**src/colmix_macros.svh**
```systemverilog
`ifndef COLMIX_MACROS_SVH
`define COLMIX_MACROS_SVH

// palette word address, 4096 entries
`define PAL_AW 12

// palette word, three 5-bit channels plus the brighten bit
`define PAL_DW 16

// one colour channel
`define CH_W 5

// blank flag delay in pixel strobes, ahead of the output register
`define BLANK_DLY 2

`endif

```
**src/video_pkg.sv**
```systemverilog
`include "colmix_macros.svh"

package video_pkg;

    // raw inputs from the tile, object and road generators
    typedef struct packed {
        // tile map palette index
        logic [10:0] tile_addr;
        // object pixel, colour in bits 3:0
        logic [13:0] obj;
        // road pixel
        logic [7:0]  road;
        // road control, only bit 3 matters here
        logic [4:3]  rc;
        logic        shadow;
        logic        sa;
        logic        sb;
        // fix layer on top
        logic        fix;
    } layer_pixel_t;

    // travels with each palette lookup
    typedef struct packed {
        logic shadow;
    } shade_ctrl_t;

    // final colour
    typedef struct packed {
        logic [`CH_W-1:0] red;
        logic [`CH_W-1:0] green;
        logic [`CH_W-1:0] blue;
    } rgb_t;

    // blanking, both active low
    typedef struct packed {
        logic lhbl;
        logic lvbl;
    } blank_t;

endpackage
```
**src/layer_priority.sv**
```systemverilog
`timescale 1ns/1ps
`include "colmix_macros.svh"

module layer_priority
    import video_pkg::*;
(
    input  logic               clk,
    input  logic               reset,
    input  logic               pxl_cen,
    input  layer_pixel_t       layer,
    output logic [`PAL_AW-1:0] pal_addr,
    output shade_ctrl_t        shade_ctrl
);

    // object pixel from the previous strobe
    logic [13:0]        obj_l;
    logic               road_sel;
    logic               obj_clear;
    logic               obj_special;
    logic               road_open;
    logic [`PAL_AW-1:0] next_addr;

    // held object pixel, priority looks one pixel back
    always_ff @(posedge clk) begin
        if (reset) begin
            obj_l <= '0;
        end else if (pxl_cen) begin
            obj_l <= layer.obj;
        end
    end

    always_comb begin
        // transparent object, or shadow shows the road through
        obj_clear   = (obj_l[3:0] == 4'h0) || layer.shadow;
        // rc3 low or no tile priority
        road_open   = !layer.rc[3] || (!layer.sa && !layer.sb);
        // one object colour/priority code lets the road win
        obj_special = (obj_l[11:10] == 2'b10) && (obj_l[3:0] == 4'b0101);
        road_sel    = !layer.fix && ((obj_clear && road_open) || obj_special);

        if (road_sel) begin
            // road colours live in the 0x400 bank
            next_addr = {2'b01, {3{layer.road[7]}}, layer.road[6:0]};
        end else if (layer.sa || layer.sb || layer.fix) begin
            // tile map, lower half
            next_addr = {1'b0, layer.tile_addr};
        end else begin
            // object, shadow and priority bits 6:4 dropped
            next_addr = {1'b1, layer.obj[13:7], layer.obj[3:0]};
        end
    end

    // address for the palette
    always_ff @(posedge clk) begin
        if (reset) begin
            pal_addr <= '0;
        end else if (pxl_cen) begin
            pal_addr <= next_addr;
        end
    end

    // shadow of the pixel whose address loads this strobe,
    // the shade delay registers it next to pal_addr
    assign shade_ctrl.shadow = layer.shadow;

endmodule

```
**config.mk**
```make
export PLATFORM = sky130hd
export DESIGN_NAME = layer_priority
export DESIGN_NICKNAME = d
export VERILOG_FILES = /design/src/video_pkg.sv /design/src/layer_priority.sv
export VERILOG_INCLUDE_DIRS = /design/src
export SDC_FILE = /design/constraint.sdc
export NUM_CORES = 1
export LEC_CHECK = 0
export ABC_AREA = 1
export BUFFER_PORTS_ARGS = -buffer_cell sky130_fd_sc_hd__buf_2
export CAP_MARGIN = 5
export CORE_MARGIN = 2
export CORE_UTILIZATION = 44
export DETAILED_ROUTE_END_ITERATION = 10
export MAX_ROUTING_LAYER = met4
export PLACE_DENSITY = 0.82
export SLEW_MARGIN = 20
export SYNTH_ARGS = -nofsm -noshare
export SYNTH_HDL_FRONTEND = slang
export SYNTH_SLANG_ARGS = --single-unit
export TNS_END_PERCENT = 5
```
**constraint.sdc**
```tcl
create_clock -name clk -period 1.45 [get_ports clk]
set_input_delay 0.145 -clock clk [delete_from_list [all_inputs] [get_ports clk]]
set_output_delay 0.145 -clock clk [all_outputs]
set_load 0.005 [all_outputs]
```
Yosys cells after proc, flatten, opt, wreduce, memory -nomap -nowiden
Cells that the tools add are included.

Output and inout bits: 13. Input bits: 42. Word-level logic and storage cells: 20. Register bits: 24.

Multiplexer cells: 2. Reduce and logical (&&, ||, !) cells: 14. Eq/ne operators: 2.

Operators with widths (count): $mux 12 (2); $logic_or 1x1->1 (5); $eq 4x3->1 const B (1); $logic_and 1x1->1 (4); $logic_not 1->1 (4); $logic_not 4->1 (1); $eq 2x2->1 const B (1).

Longest topological paths before layout
Depth in word-level cells: 7. Mapped depth: 11.

Worst setup path before layout
Ideal clock, no wire load.

Path type: reg-to-reg. Start: register obj_l[2]. End: register pal_addr[4]. Arrival time: 1.041 ns. Setup slack: 0.300 ns. Stages on the path, launching flop included: 11. Period minus slack after synthesis: 1.150 ns. Data required time: 1.341 ns. Path through: dfxtp_1 -> inv_1 -> nor2_2 -> nand4_2 -> nand2_4 -> nand2_4 -> buf_6 -> nand2_2 -> nand3_1 -> nand2_1 -> inv_1.

Longest elaborated chain between the ends: 6. Elaborated cells on any way between the ends: 8. Those cells by class: 1 x eq/ne; 1 x mux; 6 x reduce/logical.

RTL lines: start: declaration (RTL line layer_priority.sv:16) `logic [13:0] obj_l;`; start signal: assignment (RTL line layer_priority.sv:28) `obj_l <= layer.obj;`; $logic_not 4->1 (RTL line layer_priority.sv:34) `obj_clear = (obj_l[3:0] == 4'h0) || layer.shadow;`; $logic_or 1x1->1 (RTL line layer_priority.sv:34); $logic_and 1x1->1 (RTL line layer_priority.sv:39) `road_sel = !layer.fix && ((obj_clear && road_open) || obj_special);`; $logic_or 1x1->1 (*) (RTL line layer_priority.sv:39); $logic_and 1x1->1 (*) (RTL line layer_priority.sv:39); $mux 12 (*) (RTL line layer_priority.sv:41) `if (road_sel) begin`; end signal: assignment (RTL line layer_priority.sv:58) `pal_addr <= next_addr;`; end: declaration (RTL line layer_priority.sv:11) `` output logic [`PAL_AW-1:0] pal_addr, ``.

Every way passes the cells marked *; elsewhere a longest branch is shown, timed or not. A chain may end at the register's enable or synchronous reset.

Worst setup path in the final report
Start: register obj_l[1]. End: register pal_addr[3].

Same word-level chain as after synthesis.

==> impl_metrics.env <==
export IMPL_regArea_um2=360
export IMPL_routed_wirelength_um=2390
export IMPL_rr_worst_depth=10
export IMPL_rows=17
export IMPL_startpoint_type="flip-flop"
export IMPL_synthCells=168
export IMPL_synth_area_top_cells="dfxtp_1, nand2_1, nor2_1"
export IMPL_antenna_left=0
export IMPL_antenna_found_initial=0
export IMPL_crit_arrival_ns=1.45
export IMPL_cts_tree="built"
export IMPL_grt_pass1_wl_um=4070
export IMPL_place_inst=240
export IMPL_finalNetCount=259
export IMPL_die_h_um=52.5
export IMPL_power_leakage_nw=0.792
export IMPL_cp_depth=10
export IMPL_critPathBufInv=1
export IMPL_fin_tns_setup_ns=0
export IMPL_overflow=0
export IMPL_yosysTopAreaCellShare_pct=34.9
export IMPL_finalWeightedCongestion=0.747
export IMPL_cpMostUsedCell="nand2_1"
export IMPL_postCtsSetupRepairBufs=0
export IMPL_grt_usage_pct=20.2
export IMPL_dr_pass1_iters=4
export IMPL_clk_transition_reported_paths_ns=0.10
export IMPL_min_from="layer[24]"
export IMPL_drc=0
export IMPL_worstSetupPathType="reg2reg"
export IMPL_tightest_slew_ns=0.295
export IMPL_synth_ff_type="dfxtp_1"
export IMPL_viasPerCell=4.65
export IMPL_synthMostInstantiatedCell="nand2_1"
export IMPL_syn_num_nets=210
export IMPL_grt_max_degree=23
export IMPL_maxCapViolCount=0
export IMPL_reg2reg_from="obj_l[1]"
export IMPL_cts_sinks=18
export IMPL_area_growth_pct=28.1
export IMPL_hold_path_depth=3
export IMPL_place_hpwl_um=1830
export IMPL_ys_types=17
export IMPL_core_area_mm2=0.00221
export IMPL_synth_cell_area_mm2=0.00103
export IMPL_cts_resized=0
export IMPL_finalNonFillerCells=243
export IMPL_cp_startpoint="obj_l[1]"
export IMPL_diodes=0
export IMPL_slew_viol_final=0
export IMPL_cp_top_family="simple AND/OR/NAND/NOR gates"
export IMPL_period_share_pct=86.4
export IMPL_start_util_pct=46.7
export IMPL_path_cells="nor2_1, nand2_1, nand2_1, nand2_2, nand2_4, nand2_4, nand2_2, nand3_1, nand2_1, inv_1"
export IMPL_outcome="finished, final reports clean"
export IMPL_dieArea_mm2=0.00275
export IMPL_cts_root_buffer_cell="clkbuf_4"
export IMPL_cellPowerDensity_mw_per_mm2=811
export IMPL_pin_count=55
export IMPL_fin_skew_ns=0.000742
export IMPL_synth_common_cells="nand2_1, nor2_1, nand3_1, dfxtp_1, inv_1"
export IMPL_synth_edf_count=0
export IMPL_drt_iter0_drc=10
export IMPL_grt_pass1_vias=973
export IMPL_clock_tree_buffer_depth=2
export IMPL_filler_cell_count=226
export IMPL_h_tree_depth=1
export IMPL_finalCriticalPeriod_ns=1.25
export IMPL_clk_latency_ns=0.29
export IMPL_drive_gt1_share_pct=33.0
export IMPL_synth_seq_cells=18
export IMPL_cts_made_buffers=3
export IMPL_seq_area_frac_synth_pct=34.9
export IMPL_worstHoldPathType="in2reg"
export IMPL_slew_headroom_pct=80.2
export IMPL_fmax_mhz=798
export IMPL_hold_viol=0
export IMPL_io_buffer_count=50
export IMPL_slowest_stage="dfxtp_1"
export IMPL_rsz0062_at_grt="false"
export IMPL_crit_path_end_kind="flip-flop"
export IMPL_vias=1129
export IMPL_cp_required_ns=1.65
export IMPL_multiInputGateArea_um2=553
export IMPL_wl_per_cell_um=9.84
export IMPL_setup_viol=0
export IMPL_cpPeakStageDelay_ns=0.34
export IMPL_cts_hold_buffers_added=0
export IMPL_synth_top_cell_by_area="dfxtp_1"
export IMPL_async_flop_share_pct=0
export IMPL_max_vdd_ir_drop_v=0.000578
export IMPL_syn_area_per_cell_um2=6.15
export IMPL_die_width_um=52.5
export IMPL_path_max_fanout=12
export IMPL_synth_warnings=0
-- per-stage QoR --
step | setup WS, ns | area, um2 | power, mW | utilization [%] | hold slack [ns]
floorplan | 0.300 | 1030 | 0.734 | - | 0.280
global placement | 0.231 | 1300 | 0.834 | 58.8 | 0.401
detailed placement | 0.193 | 1300 | 0.839 | 58.8 | 0.393
CTS | 0.176 | 1320 | 1.09 | 59.8 | 0.0937
global route | 0.0405 | 1320 | 1.15 | 59.8 | 0.107
finish | 0.198 | 1320 | 1.07 | 59.8 | 0.0972
-- state kept, by name, summed over array words and instances, names as in the netlist --
name / cells
obj_l: 6
pal_addr: 12
-- metal layers --
layer	vias to the layer above	part of all wire (%)	track usage, %
met1	482	46	25.9
met3	2	7.7	5.71
met2	36	46	32.1
met5	-	0	-
li1	609	-	-
met4	0	0.63	3.85
-- layout make-up --
cell class / instances / area share [%]
well taps: 28 / 2.65
clock buffers: 3 / 1.70
multi-input cells: 122 / 41.8
flip-flops and latches: 18 / 27.2
repair buffers: 52 / 21.0
inverters: 20 / 5.67
-- layout by cell type (no fill, tap or decap), drive strengths merged --
cell    Yosys  layout
nand4       1       1
inv        20      20
a21oi       5       5
dfxtp      18      18
nand2      53      53
clkbuf      3       3
nand3      19      19
o21ai      11      11
nor2       33      33
buf         5      52
-- worst reg2reg max path: stages, from the launching register on --
cell and delay, ns:
dfxtp_1 0.34, nor2_1 0.12, nand2_1 0.06, nand2_1 0.06
nand2_2 0.06, nand2_4 0.13, nand2_4 0.14, nand2_2 0.09
nand3_1 0.06, nand2_1 0.06, inv_1 0.04
-- cell families (layout without fill, tap and decap cells) --
family / Yosys count / after routing / share of synthesized area [%]
buffers and inverters: 28 / 75 / 11.6
flip-flops: 18 / 18 / 34.9
AND/OR/NAND/NOR: 106 / 106 / 45.8
AO/OA/AOI/OAI: 16 / 16 / 7.75
-- final timing paths --
path | slack [ns] | end
worst max-delay path | 0.20 | pal_addr[3]
worst min-delay path | 0.1 | obj_l[10]
worst max register to register | 0.20 | pal_addr[3]
worst min register to register | 0.51 | obj_l[10]
-- where the power goes --
| part | internal, mW | total [mW] | leakage, nW | switching (mW) |
|---|---|---|---|---|
| Sequential | 0.532 | 0.552 | 0.150 | 0.0200 |
| Combinational | 0.125 | 0.274 | 0.629 | 0.149 |
| Clock | 0.0966 | 0.247 | 0.0138 | 0.151 |
| Total | 0.753 | 1.07 | 0.792 | 0.320 |
Power figures use the tool's default switching activity.
