### config.mk
export PLATFORM = sky130hd
export DESIGN_NAME = shade_unit
export DESIGN_NICKNAME = d
export VERILOG_FILES = /design/src/shade_unit.sv
export VERILOG_INCLUDE_DIRS = /design/src
export SDC_FILE = /design/constraint.sdc
export NUM_CORES = 1
export LEC_CHECK = 0
export BUFFER_PORTS_ARGS = -buffer_cell sky130_fd_sc_hd__buf_2
export CAP_MARGIN = 15
export CORE_AREA = 5 5 42 44
export DETAILED_ROUTE_END_ITERATION = 16
export DIE_AREA = 0 0 47 49
export MAX_ROUTING_LAYER = met4
export PLACE_DENSITY = 0.64
export SLEW_MARGIN = 20
export SYNTH_ARGS = -nofsm -noshare
export SYNTH_HDL_FRONTEND = slang
export SYNTH_SLANG_ARGS = --single-unit
### constraint.sdc
create_clock -name clk -period 2.75 [get_ports clk]
set_clock_uncertainty 0.2 [all_clocks]
set_input_delay 0.55 -clock clk [delete_from_list [all_inputs] [get_ports clk]]
set_output_delay 0.55 -clock clk [all_outputs]
set_load 0.02 [all_outputs]
### src/colmix_macros.svh
`ifndef COLMIX_MACROS_SVH
`define COLMIX_MACROS_SVH

// palette word address, 4096 entries
`define PAL_AW 12

// palette word, three 5-bit channels plus the brighten bit
`define PAL_DW 16

// one colour channel
`define CH_W 5

// blank flag delay in pixel strobes, ahead of the output register
`define BLANK_DLY 2

`endif

### src/shade_unit.sv
`timescale 1ns/1ps
`include "colmix_macros.svh"

module shade_unit (
    input  logic             clk,
    input  logic             reset,
    input  logic             pxl_cen,
    input  logic [`CH_W-1:0] chan_in,
    input  logic             bright,
    input  logic             shadow,
    output logic [`CH_W-1:0] chan_out
);

    // one extra bit for the carry of the brighten sum
    logic [`CH_W:0]   lit_sum;
    logic [`CH_W-1:0] lit;
    logic [`CH_W-1:0] dim;
    logic [`CH_W-1:0] shaded;

    always_comb begin
        // x + x/4
        lit_sum = {1'b0, chan_in} + {1'b0, chan_in >> 2};
        // clamp at full scale
        lit     = lit_sum[`CH_W] ? {`CH_W{1'b1}} : lit_sum[`CH_W-1:0];
        // x - x/4, cannot underflow
        dim     = chan_in - (chan_in >> 2);

        if (!shadow) begin
            shaded = chan_in;
        end else if (bright) begin
            shaded = lit;
        end else begin
            shaded = dim;
        end
    end

    always_ff @(posedge clk) begin
        if (reset) begin
            chan_out <= '0;
        end else if (pxl_cen) begin
            chan_out <= shaded;
        end
    end

    // brightening never darkens, saturation included
    assert property (@(posedge clk) disable iff (reset)
        (pxl_cen && shadow && bright) |=> (chan_out >= $past(chan_in)))
        else $error("shade_unit: brightened channel below its input");

endmodule

Word-level counts from Yosys, hierarchy flattened:

Index checks and enable logic that the tools add are counted.

* add/sub/neg operators: 2
* mux-type cells: 3

Operators with widths (number)
* 2-to-1 mux 5 bit: 3
* adder 5 x 3 -> 6 bit: 1
* subtractor 5 x 3 -> 5 bit: 1

* register bits: 5
* output and inout port bits: 5
* word-level logic and storage cells: 6

Logic depth before layout (Yosys ltp):

Gate-level depths: netlist (run 1).

* word-level depth: 4
* gate-level depth with buffers: 8

Worst setup path before layout (run 1):

Ideal clock, no wire load.

* path kind: input to register
* from: input port chan_in[0]
* to: register chan_out[4]
* setup time: 0.073 ns
* data arrival time: 1.926 ns
* slack: 0.551 ns
* stages: 7
* path through: inv_1 -> ha_1 -> inv_1 -> fa_1 -> a2111oi_2 -> and4b_1 -> nor3_2

* longest elaborated chain between the ends: 4
* elaborated cells on any way between the ends: 5
* classes of those cells: add/sub (2); mux (3)

RTL lines
* start, declared: RTL line shade_unit.sv:8 `` input logic [`CH_W-1:0] chan_in, ``
* adder 5 x 3 -> 6 bit: RTL line shade_unit.sv:22 `lit_sum = {1'b0, chan_in} + {1'b0, chan_in >> 2};`
* 2-to-1 mux 5 bit: RTL line shade_unit.sv:24 `` lit = lit_sum[`CH_W] ? {`CH_W{1'b1}} : lit_sum[`CH_W-1:0]; ``
* 2-to-1 mux 5 bit (*): RTL line shade_unit.sv:30 `end else if (bright) begin`
* 2-to-1 mux 5 bit (*): RTL line shade_unit.sv:28 `if (!shadow) begin`
* end signal, assigned: RTL line shade_unit.sv:39 `chan_out <= '0;`
* end signal, assigned: RTL line shade_unit.sv:41 `chan_out <= shaded;`
* end, declared: RTL line shade_unit.sv:11 `` output logic [`CH_W-1:0] chan_out ``

Every way passes the cells marked *; elsewhere a longest branch is shown, timed or not.
A chain may end at the register's enable or synchronous reset.

Final worst setup path (run 1):

Same ends and word-level chain as after synthesis.

==> results.py, run 1 <==
metrics = {
    "finish": {
        "stdcell_count": 91,
        "layout.nets": 94,
        "layout-drive-gt1-share_pct": 28.0,
        "fill_cells": 161,
        "reg.largest.list": "chan_out x5",
        "antenna_cells": 0,
        "top_register": "chan_out",
        "utilization_pct": 45.4,
        "largest_register_ffs": 5,
        "area_delta_synth_final_pct": 18.7,
    },
    "pwr": {
        "p_int_w": 0.000172,
        "swShare_pct": 33.1,
        "p_sw_w": 0.0000848,
        "p_per_area_nw_per_um2": 404,
        "power_frac_clock_pct": 33.7,
        "power_leakage_nw": 0.300,
        "power.share.sequential_pct": 31.7,
        "combPwrFrac_pct": 34.5,
        "peakVddDrop_mv": 0.227,
    },
    "route": {
        "num_vias": 517,
        "drt_iter0_drc": 12,
        "ant_nets": 0,
        "drc": 0,
        "wl_mm": 1.24,
        "dr.pass1.iters": 4,
        "route.detailed.vias_per_inst": 5.68,
        "wl_per_cell_microns": 13.6,
    },
    "floorplan": {
        "die-area_sq_um": 2300,
        "fp.dieW_microns": 47,
        "die_y_microns": 49,
        "io_pins": 15,
        "core-area_sq_um": 1400,
        "initial_core_util_pct": 38.2,
        "rows": 14,
    },
    "global_route": {
        "grt_use_total_pct": 12.2,
        "grt_pass1_vias": 493,
        "grt-ovfl-total": 0,
        "antenna_found_initial": 0,
        "grt_pass1_wl_mm": 2.03,
        "grt_max_degree": 17,
    },
    "clock_network": {
        "post-cts-setup-buffers": 0,
        "tritoncts": "done",
        "numCtsBuffers": 3,
        "clock_latency_ns": 0.24,
        "clk_pin_slew_ns": 0.04,
        "holdBufCountCts": 0,
        "clock_path_buffers": 2,
        "cts_root_buf": "clkbuf_4",
        "clock-sinks": 5,
        "cts-resized-gates": 0,
        "htreeDepth": 1,
    },
    "synth": {
        "syn_inst": 59,
        "yosysMostFrequentCell": "ha_1",
        "synth_area_leaders": "dfxtp_1 19%, ha_1 14%, fa_1 7.5%, a311o_1 5.6%, o311a_1 3.7%",
        "yosysSeqAreaShare_pct": 18.7,
        "syn_avg_cell_area_sq_um": 9.08,
        "synth_top_area_share_pct": 18.7,
        "ys_top_cells_by_count": "6 x ha_1, 5 x dfxtp_1, 5 x inv_1, 5 x nor2_1",
        "ys.flop_type": "dfxtp_1",
        "yosysUniqueCellTypes": 31,
        "synth-edff-count": 0,
        "synth_largest_area_cell": "dfxtp_1",
        "synth_warnings": 0,
        "synth.net_count": 77,
        "syn_area_sq_um": 536,
        "ys_ff_latch": 5,
        "synth_async_sr_flop_share_pct": 0,
    },
    "sta": {
        "setup_viol": 0,
        "tightestPinTransition_ns": 0.319,
        "worst_slack_ns": 0.573,
        "final-max-slew-violation-count": 0,
        "report.final.hold_viol_count": 0,
        "fin_crit_sh_pct": 79.2,
        "min_period_ns": 2.18,
        "setup_tns_ns": 0,
        "slew_headroom_pct": 78.4,
        "max_freq_ghz": 0.459,
        "rsz0062_at_grt": "no",
    },
    "setup_path": {
        "worstSetupEndpointType": "flop",
        "crit_slowest_cell": "a2111oi_2",
        "regToRegSetupSlack_ns": 1.53,
        "crit_type": "input pin to flop",
        "cp_num_cells": 8,
        "start_kind": "input pin",
        "reg2reg_depth": 4,
        "slowest_delay_ns": 0.41,
        "worstPathBufferInverterCount": 3,
        "crit_family": "adder cells",
        "cpMostUsedCell": "inv_1",
        "worstPathCellList": "buf_2, inv_1, ha_1, inv_1, fa_1, a2111oi_2, and4b_1, nor3_2",
        "crit_required_ns": 2.72,
        "crit_arrival_ns": 2.15,
        "crit_path_max_fanout": 2,
    },
    "run": {
        "cap_violations": 0,
    },
    "hold_path": {
        "min_path_type": "flop to flop",
        "holdPathStages": 3,
    },
    "placed_design": {
        "dp_hpwl_mm": 1.01,
        "dp_cells": 87,
        "io_buffers": 14,
        "place_worst_setup_slack_ns": 0.295,
        "routabilityCongestion": 0.807,
    },
    "outcome": {
        "status": "completed",
    },
}
[worst paths after layout]
path                                   from     endpoint
worst min register to register  chan_out[1]  chan_out[1]
worst max register to register  chan_out[4]  chan_out[4]
worst max-delay path             chan_in[0]  chan_out[4]
worst min-delay path            chan_out[1]  chan_out[1]
[area by class of cell]
type	instances	area [sq um]	area share, %
clock buffers	4	26.3	4.13
inverters	6	22.5	3.54
multi-input cells	46	397	62.4
flip-flops and latches	5	100	15.7
well taps	16	20.0	3.15
repair buffers	14	70.1	11.0
[metal layers]
metal	GRT usage, %	wire length [microns]
met1	14.3	561
met2	19.5	614
met3	4.43	59
met4	2.76	0
met5	-	0
[power groups by stage]
stage,Clock [W],Sequential (W),Combinational [W]
3_5_place_dp,0,0.0000828,0.0000892
6_report,0.0000866,0.0000814,0.0000886
5_1_grt,0.0000943,0.0000821,0.0000993
2_1_floorplan,0,0.0000907,0.0000526
4_1_cts,0.0000897,0.0000815,0.0000893
3_3_place_gp,0,0.0000827,0.0000883
[stage by stage]
stage | total power, W | instance area (sq um) | hold slack (ns)
global route | 0.000276 | 636 | 0.413
global placement | 0.000171 | 609 | 0.366
finish | 0.000257 | 636 | 0.374
floorplan | 0.000143 | 536 | 0.441
detailed placement | 0.000172 | 609 | 0.368
CTS | 0.000261 | 636 | 0.375
[logic make-up (layout without fill, tap and decap cells)]
logic type / Yosys count / count (layout) / synth area share, %
adders and majority gates: 8 / 8 / 21.5
DFF: 5 / 5 / 18.7
and+or+nand+nor: 17 / 17 / 19.4
xor gates and xnor gates: 1 / 1 / 1.64
buffers and inverters: 8 / 24 / 7.24
muxes: 1 / 1 / 1.87
AOI/OAI and AO/OA: 19 / 19 / 29.7
[cell usage in the layout (no fill, tap or decap), types with 3 or more instances in the layout]
cell / Yosys / routed
a311o_1: 3 / 3
a31oi_1: 3 / 3
buf_2: 1 / 14
clkbuf_4: 0 / 3
dfxtp_1: 5 / 5
ha_1: 6 / 6
inv_1: 5 / 5
nor2_1: 5 / 5
nor2b_1: 3 / 3
[worst min-delay path, stage by stage (launching register included)]
cell     delay (ns)
dfxtp_1        0.30
nor2_1         0.08
a311o_1        0.11
a41oi_1        0.04
(Power assumes the default switching activity.)
==> run 2: changes to the inputs <==
==> constraint.sdc (replaced) <==
create_clock -name clk -period 2.1 [get_ports clk]
set_clock_uncertainty 0.2 [all_clocks]
set_input_delay 0.42 -clock clk [delete_from_list [all_inputs] [get_ports clk]]
set_output_delay 0.42 -clock clk [all_outputs]
set_load 0.02 [all_outputs]
==> results.py, run 2 (synthesis gave the netlist of run 1 again) <==
metrics = {
    "global_route": {
        "grt_pass1_vias": 543,
        "grt_pass1_wl_mm": 2.42,
        "grt-ovfl-total": 0,
        "grt_max_degree": 17,
        "antenna_found_initial": 0,
        "grt_use_total_pct": 14.3,
    },
    "setup_path": {
        "crit_arrival_ns": 1.91,
        "worstSetupEndpointType": "flop",
        "crit_path_max_fanout": 2,
        "start_kind": "input pin",
        "crit_required_ns": 2.03,
        "crit_type": "input pin to flop",
    },
    "placed_design": {
        "routabilityCongestion": 0.877,
        "dp_cells": 97,
        "placed_area_sq_um": 684,
        "io_buffers": 14,
        "dp_hpwl_mm": 1.08,
    },
    "finish": {
        "layout.nets": 104,
        "largest_register_ffs": 5,
        "reg.largest.list": "chan_out x5",
        "fill_cells": 148,
        "area_delta_synth_final_pct": 35.5,
        "stdcell_count": 101,
        "multiInputGateArea_sq_um": 412,
        "final_common_cell": "buf_2",
        "register_area_sq_um": 100,
        "final_area_sq_um": 726,
        "layout-drive-gt1-share_pct": 37.6,
        "antenna_cells": 0,
        "layout_common_cells": "14 x buf_2, 10 x buf_4, 6 x ha_1",
        "top_register": "chan_out",
    },
    "sta": {
        "max_freq_ghz": 0.505,
        "setup_viol": 0,
        "tightestPinTransition_ns": 0.408,
        "setup_tns_ns": 0,
        "fin_crit_sh_pct": 94.3,
        "report.final.hold_viol_count": 0,
        "min_period_ns": 1.98,
        "slew_headroom_pct": 72.4,
        "final-max-slew-violation-count": 0,
        "rsz0062_at_grt": "no",
    },
    "clock_network": {
        "clk_pin_slew_ns": 0.05,
        "post-cts-setup-buffers": 0,
        "cts_root_buf": "clkbuf_4",
        "numCtsBuffers": 3,
        "clock_latency_ns": 0.24,
        "tritoncts": "done",
        "clock-sinks": 5,
        "htreeDepth": 1,
        "clock_path_buffers": 2,
    },
    "floorplan": {
        "initial_core_util_pct": 38.2,
        "rows": 14,
        "die_y_microns": 49,
        "fp.dieW_microns": 47,
        "die-area_sq_um": 2300,
        "io_pins": 15,
        "core-area_sq_um": 1400,
    },
    "route": {
        "wl_per_cell_microns": 13.3,
        "ant_nets": 0,
        "wl_mm": 1.35,
        "drc": 0,
        "num_vias": 549,
        "dr.pass1.iters": 4,
        "route.detailed.vias_per_inst": 5.44,
        "drt_iter0_drc": 11,
    },
    "hold_path": {
        "min_path_type": "input pin to flop",
    },
    "pwr": {
        "finalPower_w": 0.000361,
        "peakVddDrop_mv": 0.403,
        "power_leakage_nw": 0.348,
        "p_per_area_nw_per_um2": 498,
    },
    "run": {
        "cap_violations": 0,
    },
    "outcome": {
        "status": "completed",
    },
}
==> run 2: changes by cell type in the layout (fill, tap and decap cells not counted) <==
cell       delta
fa_1          -1
a2111oi_4     +1
buf_4        +10
a2111oi_2     -1
fa_2          +1
==> run 2: path summary, 6_finish.rpt <==
check	slack, ns	cells after the start	start	endpoint
worst max-delay path	0.12	8	chan_in[0]	chan_out[4]
worst min-delay path	0.27	3	reset	chan_out[2]
worst max register to register	0.88	4	chan_out[4]	chan_out[4]
worst min register to register	0.38	3	chan_out[1]	chan_out[1]
==> run 2: stage by stage <==
step                utilization [%]  worst slack (ns)  hold slack [ns]
floorplan                         -            0.0307            0.351
global placement               48.8            -0.122            0.370
detailed placement             48.8            -0.171            0.373
CTS                            50.7            0.0920            0.264
global route                   51.8            0.0428            0.282
finish                         51.8             0.120            0.274
==> run 2: area by class of cell <==
class / instances / share of cell area [%]
multi-input combinational: 46 / 56.7
clock buffer: 4 / 3.62
timing repair buffer: 24 / 20.0
tap: 16 / 2.76
inverter: 6 / 3.10
sequential: 5 / 13.8
==> run 2: what timing repair did <==
action	4_1_cts	5_1_grt
hold buffers	0	0
gates resized for setup	0	2
setup endpoints to repair	0	1
==> run 2: power breakdown <==
part / switching, W / leakage [nW] / internal [W] / total, W
sequential: 0.00000338 / 0.0415 / 0.000103 / 0.000107
combinational: 0.0000729 / 0.292 / 0.0000639 / 0.000137
clock: 0.0000455 / 0.0150 / 0.0000722 / 0.000118
==> run 2: metal layers <==
metal / GRT usage [%] / vias up / part of all wire, %
met5: - / - / 0
met4: 2.76 / 0 / 0
met3: 4.43 / 0 / 4.8
met2: 21.0 / 14 / 50
met1: 19.2 / 257 / 45
li1: - / 278 / -
==> run 2: critical path, stage by stage <==
cell and delay, ns:
buf_2 0.10, buf_4 0.12, ha_1 0.22, fa_1 0.38
nor2b_1 0.14, o211ai_1 0.24, and4b_1 0.24, nor3_2 0.04
