### config.mk
export PLATFORM = sky130hd
export DESIGN_NAME = video_output
export DESIGN_NICKNAME = d
export VERILOG_FILES = /design/src/video_pkg.sv /design/src/pixel_delay.sv /design/src/video_output.sv
export VERILOG_INCLUDE_DIRS = /design/src
export SDC_FILE = /design/constraint.sdc
export NUM_CORES = 1
export LEC_CHECK = 0
export BUFFER_PORTS_ARGS = -buffer_cell sky130_fd_sc_hd__buf_2
export CELL_PAD_IN_SITES_DETAIL_PLACEMENT = 1
export CELL_PAD_IN_SITES_GLOBAL_PLACEMENT = 1
export CORE_MARGIN = 3
export CORE_UTILIZATION = 30
export DETAILED_ROUTE_END_ITERATION = 16
export GPL_TIMING_DRIVEN = 0
export PLACE_DENSITY = 0.79
export SLEW_MARGIN = 20
export SYNTH_ARGS = -nofsm -noshare
export SYNTH_HDL_FRONTEND = slang
export SYNTH_SLANG_ARGS = --single-unit
### constraint.sdc
create_clock -name clk -period 0.93 [get_ports clk]
set_input_delay 0.0465 -clock clk [delete_from_list [all_inputs] [get_ports clk]]
set_output_delay 0.0465 -clock clk [all_outputs]
set_load 0.02 [all_outputs]
### src/colmix_macros.svh
`ifndef COLMIX_MACROS_SVH
`define COLMIX_MACROS_SVH

// palette word address, 4096 entries
`define PAL_AW 12

// palette word, three 5-bit channels plus the brighten bit
`define PAL_DW 16

// one colour channel
`define CH_W 5

// blank flag delay in pixel strobes, ahead of the output register
`define BLANK_DLY 2

`endif

### src/video_pkg.sv
`include "colmix_macros.svh"

package video_pkg;

    // raw inputs from the tile, object and road generators
    typedef struct packed {
        // tile map palette index
        logic [10:0] tile_addr;
        // object pixel, colour in bits 3:0
        logic [13:0] obj;
        // road pixel
        logic [7:0]  road;
        // road control, only bit 3 matters here
        logic [4:3]  rc;
        logic        shadow;
        logic        sa;
        logic        sb;
        // fix layer on top
        logic        fix;
    } layer_pixel_t;

    // travels with each palette lookup
    typedef struct packed {
        logic shadow;
    } shade_ctrl_t;

    // final colour
    typedef struct packed {
        logic [`CH_W-1:0] red;
        logic [`CH_W-1:0] green;
        logic [`CH_W-1:0] blue;
    } rgb_t;

    // blanking, both active low
    typedef struct packed {
        logic lhbl;
        logic lvbl;
    } blank_t;

endpackage
### src/pixel_delay.sv
`timescale 1ns/1ps

module pixel_delay #(
    parameter type payload_t = logic,
    parameter int  DEPTH     = 1
) (
    input  logic     clk,
    input  logic     reset,
    input  logic     pxl_cen,
    input  payload_t din,
    output payload_t dout
);

    // shift stages, stage 0 nearest the input
    payload_t stage [DEPTH];

    always_ff @(posedge clk) begin
        if (reset) begin
            for (int i = 0; i < DEPTH; i++) begin
                stage[i] <= '0;
            end
        end else if (pxl_cen) begin
            stage[0] <= din;
            // move one place per pixel
            for (int i = 1; i < DEPTH; i++) begin
                stage[i] <= stage[i-1];
            end
        end
    end

    // oldest entry
    assign dout = stage[DEPTH-1];

endmodule

### src/video_output.sv
`timescale 1ns/1ps
`include "colmix_macros.svh"

module video_output
    import video_pkg::*;
(
    input  logic             clk,
    input  logic             reset,
    input  logic             pxl_cen,
    input  logic [`CH_W-1:0] chan_r,
    input  logic [`CH_W-1:0] chan_g,
    input  logic [`CH_W-1:0] chan_b,
    input  blank_t           pre_blank,
    output rgb_t             rgb,
    output blank_t           blank
);

    rgb_t   colour;
    blank_t blank_dly;
    logic   blanking;

    // blank flags catch up with the colour pipeline
    pixel_delay #(
        .payload_t (blank_t),
        .DEPTH     (`BLANK_DLY)
    ) blank_dly_i (
        .clk     (clk),
        .reset   (reset),
        .pxl_cen (pxl_cen),
        .din     (pre_blank),
        .dout    (blank_dly)
    );

    // pack the channels
    assign colour.red   = chan_r;
    assign colour.green = chan_g;
    assign colour.blue  = chan_b;

    // either flag low blanks the pixel
    assign blanking = !blank_dly.lhbl || !blank_dly.lvbl;

    // final register, colour and flags leave together
    always_ff @(posedge clk) begin
        if (reset) begin
            rgb   <= '0;
            blank <= '0;
        end else if (pxl_cen) begin
            rgb   <= blanking ? rgb_t'('0) : colour;
            blank <= blank_dly;
        end
    end

endmodule

# ---- After elaboration in Yosys (flattened, before gate mapping)
# Memory sizes are Yosys's and may differ from the RTL's.
# Index checks and enable logic that the tools add are counted.
dict set report op_classes {
  reduce_logical 3
  bitwise 2
  muxes 8
}
# cell n
set ops {}
lappend ops {{15-bit two-way mux} 1}
lappend ops {{1-bit two-way mux} 5}
lappend ops {{2-bit two-way mux} 2}
lappend ops {{1-bit logical NOT} 2}
lappend ops {{1-bit OR} 2}
lappend ops {{1-bit logical OR} 1}
dict set report totals {
  inputBits 20
  elab_cells 19
  out_inout_bits 17
  ff_bits 17
  ramBits 4
  n_memories 1
}
# memory depth word_bits rd rd_ports_with_merged_regs wr line_no
set memory_table {}
lappend memory_table {blank_dly_i.stage 2 2 2 0 2 pixel_delay.sv:15} ;# payload_t stage [DEPTH];

# ---- Depth between registers and ports, before layout
# Gate-level depths: netlist of the first run.
dict set report logic_depth {
  ltp_word 4
  mapped_depth 4
  mapped_depth_nobuf 2
}

# ---- By module
# Synthesis of the first run repeated with hierarchy kept, for this count alone.
dict set report unflattened {
  hier_cells 86
  hier_area_um2 883.3
}
# module instances cells_per_inst seq_area_each_um2 area_per_inst_um2
set modules_own_cells {}
lappend modules_own_cells {video_output 1 75 340.3 706.9}
lappend modules_own_cells {pixel_delay 1 11 120.1 176.4}

# ---- Worst setup path after synthesis of the first run
# OpenSTA, ideal clock, no wires.
dict set report synth_path {
  path_kind {register to register}
  startpoint {mem blank_dly_i.stage[0][2] (netlist bit)}
  endpoint {reg blank[0] (netlist bit)}
  period_less_slack_ns 0.922
  arrival_ns 0.805
  required_time_ns 0.813
  path_buffers 2
  setup_time_ns 0.117
  path_slack_ns 0.008
  path_stages_with_launch 5
  cell_sequence {edfxtp_1 buf_4 buf_4 mux2i_1 nor2_1}
}
# element line_no
set synth_lines {}
lappend synth_lines {{start: declaration} pixel_delay.sv:15}
lappend synth_lines {{end signal: assignment} video_output.sv:49} ;# blank <= blank_dly;
lappend synth_lines {{end: declaration} video_output.sv:15} ;# output blank_t blank

==> impl_metrics.py, run 1 <==
metrics = {
    "route": {
        "dr.pass1.iters": 4,
        "first_iter_violations": 3,
        "drtAntennaViolNets": 0,
        "routed_wirelength_mm": 2.33,
        "vias": 815,
        "route.detailed.drc": 0,
        "routed_via_density": 5.00,
        "wl_per_cell_um": 14.3,
    },
    "timing": {
        "timing.fmax_ghz": 1.06,
        "finalCritPeriodShare_pct": 101,
        "fin_skew_ps": 5.15,
        "timing.final.ws_setup_ps": -10.4,
        "maxSlewViolCount": 0,
        "setup_viol": 3,
        "tightest_slew_ps": 215,
        "final_hold_viol_count": 0,
        "rsz0062_at_grt": "yes",
        "slew_headroom_pct": 85.6,
        "fin_crit_ps": 940,
    },
    "place": {
        "numPortBuffers": 35,
        "hpwl_mm": 1.67,
        "place_inst": 150,
        "dpl_cell_area_mm2": 0.00107,
        "gp_congestion": 0.661,
    },
    "final_layout": {
        "multi_input_area_um2": 335,
        "area_growth_pct": 43.1,
        "finalNonFillerCells": 163,
        "final_cell_mix": "buf_2 (37), dfxtp_1 (16), nand4_1 (15), nand2b_1 (15), a21oi_1 (13)",
        "ff_latch_area_um2": 462,
        "final_nets": 154,
        "layout_commonest_cell": "buf_2",
        "stdcell_area_mm2": 0.00123,
        "num_antenna_cells": 0,
        "num-fill-cells": 313,
        "postLayoutCoreUtil_pct": 47.3,
        "drive_gt1_share_pct": 40.6,
    },
    "logic_synthesis": {
        "synthCells": 85,
        "synth-seq-area-share_pct": 53.7,
        "synth.distinct_cells": 14,
        "netlist_area_um2": 857,
        "synth_warnings": 0,
        "synth.ff_latch_count": 21,
        "syn_nets": 105,
        "syn_area_per_cell_um2": 10.1,
    },
    "setup_path": {
        "path_cells": "buf_6, buf_8, mux2i_1, nor2_1",
        "crit_type": "reg -> reg",
        "worst_setup_path_start_kind": "flop",
        "endpoint_kind": "flop",
        "critPathRequiredTime_ps": 1130,
        "cp_max_fo": 5,
        "critPathSlowestCell": "edfxtp_1",
        "arrival_ps": 1150,
        "slowest_delay_ps": 400,
    },
    "clock_tree": {
        "cts.clk_slew.worst_paths_ps": 120,
        "cts-root-buf": "clkbuf_4",
        "clock_sinks": 21,
        "cts_max_level": 1,
        "cts_tree": "done",
        "clkLatencyLatePin_ps": 310,
        "cts_buffers": 3,
        "cts_max_path_buffers": 2,
    },
    "floorplanning": {
        "fp-row-count": 18,
        "start_util_pct": 33.1,
        "design.die.area_mm2": 0.00353,
        "core_area_mm2": 0.00259,
        "ioPinCount": 37,
        "chipWidth_um": 59.5,
        "die_y_um": 59.5,
    },
    "job": {
        "drv_cap": 0,
    },
    "min_path": {
        "hp-class": "in -> reg",
    },
    "grt": {
        "gr-usage-all-layers_pct": 13.9,
        "grt-ovfl-total": 0,
        "grt_pass1_wl_mm": 3.76,
        "antenna_found_initial": 0,
        "grt_start_max_net_pins": 12,
        "grt_pass1_vias": 819,
    },
    "outcome": {
        "violations": "setup timing",
        "status": "finished, violations left",
    },
    "power_and_ir_drop": {
        "p_leak_nw": 0.527,
        "peakVddDrop_uv": 802,
        "p_per_area_mw_per_mm2": 1350,
    },
}
-- stage by stage --
stage	setup slack (ps)	power, W	TNS (ps)	hold WS, ps
after detailed placement	-63.4	0.00117	-454	331
after CTS	-50.2	0.00165	-215	0.809
final	-10.4	0.00165	-23.2	0.967
after floorplan	7.71	0.00109	0	214
after global routing	-65.3	0.00175	-605	-3.99
after global placement	-39.3	0.00116	-97.6	323
-- cell type report --
class                   instances  area share [%]
plain buffers                   8            6.43
clock buffers                   4            2.14
multi-input cells              55            27.3
flip-flops and latches         21            37.7
well taps                      30            3.06
repair buffers                 45            23.4
-- layer usage --
metal,vias up,GRT usage (%),routed length [µm]
met3,2,3.49,129
met1,386,18.0,989
met5,-,0,0
met2,28,23.4,1200
met4,0,2.91,8
li1,399,-,-
-- logic make-up (layout without fill, tap and decap cells) --
group                  Yosys count  count (layout)  synth area share [%]
DFF                             21              21                  53.7
muxes                            2               2                  2.34
AOI/OAI and AO/OA               15              15                  8.76
and+or+nand+nor                 38              38                  27.2
buffers and inverters            9              57                  8.03
-- Yosys cell counts --
cell type	number	area share, %
buf_2	3	1.8
edfxtp_1	4	14
mux2i_1	2	2.3
nor2b_1	1	0.73
clkbuf_2	1	0.58
nand4_1	15	11
nand2b_1	15	11
dfxtp_1	17	40
or2_2	1	0.73
buf_6	3	3.9
a21oi_1	15	8.8
and2_1	4	2.9
nor2_1	2	0.88
buf_4	2	1.8
-- final timing paths --
check             cells past startpoint                     from       end  slack (ps)
hold / removal                        3                chan_b[0]    rgb[0]           1
hold reg to reg                       2                   rgb[8]    rgb[8]         480
setup reg to reg                      4  blank_dly_i.stage[0][2]  blank[0]         -10
setup / recovery                      4  blank_dly_i.stage[0][2]  blank[0]         -10
-- where the power goes --
group	switching, W	internal (W)
Combinational	0.000113	0.000131
Sequential	0.0000100	0.000950
Clock	0.000280	0.000167
-- flip-flops by register name (all words and copies together), names as in the netlist --
signal / flops
blank: 2
rgb: 15
blank_dly_i.stage: 4
-- critical path, delay by kind of cell (launching register included) --
kind	cells	cell delay [ps]
AND/OR/NAND/NOR	1	50
flip-flops	1	400
buffers and inverters	2	270
multiplexers	1	120
-- what timing repair did --
item                                    4_1_cts  5_1_grt
endpoints found under the hold margin         3        3
gates cloned                                  0        1
hold buffers                                  3        3
resized for setup                             6        4
endpoints found under the setup margin       11       18
buffers inserted                              3        0
pin swaps                                     1        2
Note: power is estimated with default switching activity, not from simulation.
==> run 2: changes to the inputs <==
- ABC_AREA: not set -> 1
- CORE_UTILIZATION: 30 -> 27
- PLACE_DENSITY: 0.79 -> 0.77
==> impl_metrics.py, run 2 <==
metrics = {
    "logic_synthesis": {
        "yosysMostFrequentCell": "nand2_1",
        "synth-seq-area-share_pct": 59.8,
        "synth.ff_latch_count": 21,
        "syn_nets": 110,
        "synth_warnings": 0,
        "synthFlopType": "dfxtp_1",
        "synthCells": 90,
        "ys_async_sr_fraction_pct": 0,
        "synth_area_leader_cell": "dfxtp_1",
        "syn_area_per_cell_um2": 8.55,
        "synthTopCellsByCount": "nand2_1 (37), dfxtp_1 (17), nand3_1 (15)",
        "netlist_area_um2": 769,
        "synth_edf_count": 4,
        "synth.area.top_cells": "dfxtp_1 (44%), nand2_1 (18%), edfxtp_1 (16%)",
        "synth.distinct_cells": 10,
        "synth_top_area_share_pct": 44.2,
    },
    "grt": {
        "antenna_found_initial": 0,
        "gr-usage-all-layers_pct": 14.3,
        "grt_start_max_net_pins": 16,
        "grt_pass1_wl_mm": 3.80,
        "grt_pass1_vias": 856,
        "grt-ovfl-total": 0,
    },
    "timing": {
        "rsz0062_at_grt": "no",
        "worst_hold_slack_ps": 31.5,
        "setup_viol": 0,
        "maxSlewViolCount": 0,
        "tightest_slew_ps": 238,
        "fin_crit_ps": 884,
        "fin_skew_ps": 2.53,
        "timing.fmax_ghz": 1.13,
        "timing.final.ws_setup_ps": 46.1,
        "slew_headroom_pct": 84.1,
        "finalCritPeriodShare_pct": 95.0,
        "final_hold_viol_count": 0,
    },
    "setup_path": {
        "critPathRequiredTime_ps": 880,
        "worst_setup_path_start_kind": "flop",
        "endpoint_kind": "output port",
        "critPathSlowestCell": "dfxtp_1",
        "ff2ff_path_depth": 4,
        "reg2reg_slack_ps": 70,
        "r2r_start": "blank_dly_i.stage[0][2]",
        "cp_max_fo": 2,
        "slowest_delay_ps": 370,
        "startpoint": "rgb[10]",
        "cp-endpoint": "rgb[10]",
        "arrival_ps": 840,
        "path_cells": "buf_2",
        "crit_type": "reg -> out",
        "path_buf_inv": 1,
        "path_delay_family": "flip-flops",
        "r2r-end": "rgb[11]",
        "worstSetupPathDepth": 1,
    },
    "route": {
        "first_iter_violations": 23,
        "wl_per_cell_um": 12.5,
        "drtAntennaViolNets": 0,
        "vias": 768,
        "routed_wirelength_mm": 2.19,
        "route.detailed.drc": 0,
        "routed_via_density": 4.39,
        "dr.pass1.iters": 4,
    },
    "floorplanning": {
        "chipWidth_um": 59.4,
        "die_y_um": 59.4,
        "fp-row-count": 18,
        "design.die.area_mm2": 0.00353,
        "core_area_mm2": 0.00259,
        "start_util_pct": 29.7,
        "ioPinCount": 37,
    },
    "clock_tree": {
        "cts-root-buf": "clkbuf_4",
        "cts_max_path_buffers": 2,
        "cts_max_level": 1,
        "cts_buffers": 3,
        "clock_sinks": 21,
        "cts.clk_slew.worst_paths_ps": 110,
        "cts_tree": "done",
        "clkLatencyLatePin_ps": 300,
    },
    "final_layout": {
        "final_cell_mix": "nand2_1 (36), buf_2 (35), dfxtp_1 (16)",
        "largest_reg_flops": 15,
        "drive_gt1_share_pct": 33.1,
        "regMostFlops": "rgb",
        "num_antenna_cells": 0,
        "layout_commonest_cell": "nand2_1",
        "final_nets": 166,
        "area_growth_pct": 52.2,
        "top_regs": "rgb x15, blank_dly_i.stage x4, blank x2",
    },
    "place": {
        "gp_congestion": 0.671,
        "hpwl_mm": 1.46,
        "pre_cts_ws_ps": -133,
        "numPortBuffers": 36,
    },
    "power_and_ir_drop": {
        "p_per_area_mw_per_mm2": 1350,
        "peakVddDrop_uv": 1140,
        "p_leak_nw": 0.631,
    },
    "job": {
        "drv_cap": 0,
    },
    "min_path": {
        "hp-class": "in -> reg",
    },
    "outcome": {
        "status": "finished clean",
    },
}
[run 2: layout make-up]
cell class              count  area [µm²]
plain buffers               2        16.3
clock buffers               4        26.3
fillers                   321        1420
inverters                   8        32.5
multi-input cells          58         254
flip-flops and latches     21         462
well taps                  30        37.5
repair buffers             52         343
[run 2: worst min-delay path, delay by kind of cell]
family	cells	cell delay, ps
buf+inv	2	100
simple gates	1	80
[run 2: stage by stage]
step           util [%]  area (µm²)  setup TNS [ps]  total power, W  instances
5_1_grt            45.2        1170               0         0.00167        175
4_1_cts            44.8        1160               0         0.00159        175
3_5_place_dp       38.1         987            -926         0.00111        156
3_3_place_gp       38.1         987            -494         0.00110        156
2_1_floorplan         -         769               0         0.00104         90
6_report           45.2        1170               0         0.00158        175
[run 2: per-layer routing]
| layer | share of wire, % | vias up | routed length (µm) | GRT usage (%) |
|---|---|---|---|---|
| met2 | 53 | 24 | 1170 | 26.7 |
| met3 | 5.9 | 0 | 128 | 4.58 |
| met5 | 0 | - | 0 | 0 |
| met1 | 41 | 350 | 891 | 16.1 |
| met4 | 0 | 0 | 0 | 1.94 |
| li1 | - | 394 | - | - |
[run 2: worst min-delay path by stage]
stage | from | end | slack (ps) | depth (start not counted)
global placement | chan_g[3] | rgb[8] | 270 | 3
finish | pre_blank[0] | blank_dly_i.stage[0][0] | 30 | 3
floorplan | chan_b[0] | rgb[0] | 180 | 2
detailed placement | chan_b[3] | rgb[3] | 270 | 3
global route | pre_blank[1] | blank_dly_i.stage[0][1] | 30 | 3
CTS | pre_blank[0] | blank_dly_i.stage[0][0] | 30 | 3
[run 2: logic make-up after synthesis]
logic type | count (synthesis) | share of synthesized area [%]
and+or+nand+nor | 58 | 32.7
buffers and inverters | 11 | 7.48
DFF | 21 | 59.8
[run 2: report_power, final]
| part | internal (W) | switching [W] |
|---|---|---|
| Combinational | 0.0000965 | 0.0000854 |
| Clock | 0.000167 | 0.000273 |
| Sequential | 0.000948 | 0.00000966 |
[run 2: what timing repair did]
action                     CTS  global route
setup endpoints to repair   10            18
gates resized for setup      1             5
pin swaps                    1             0
hold buffers                15             0
hold endpoints to repair    15             0
setup buffers                1             0
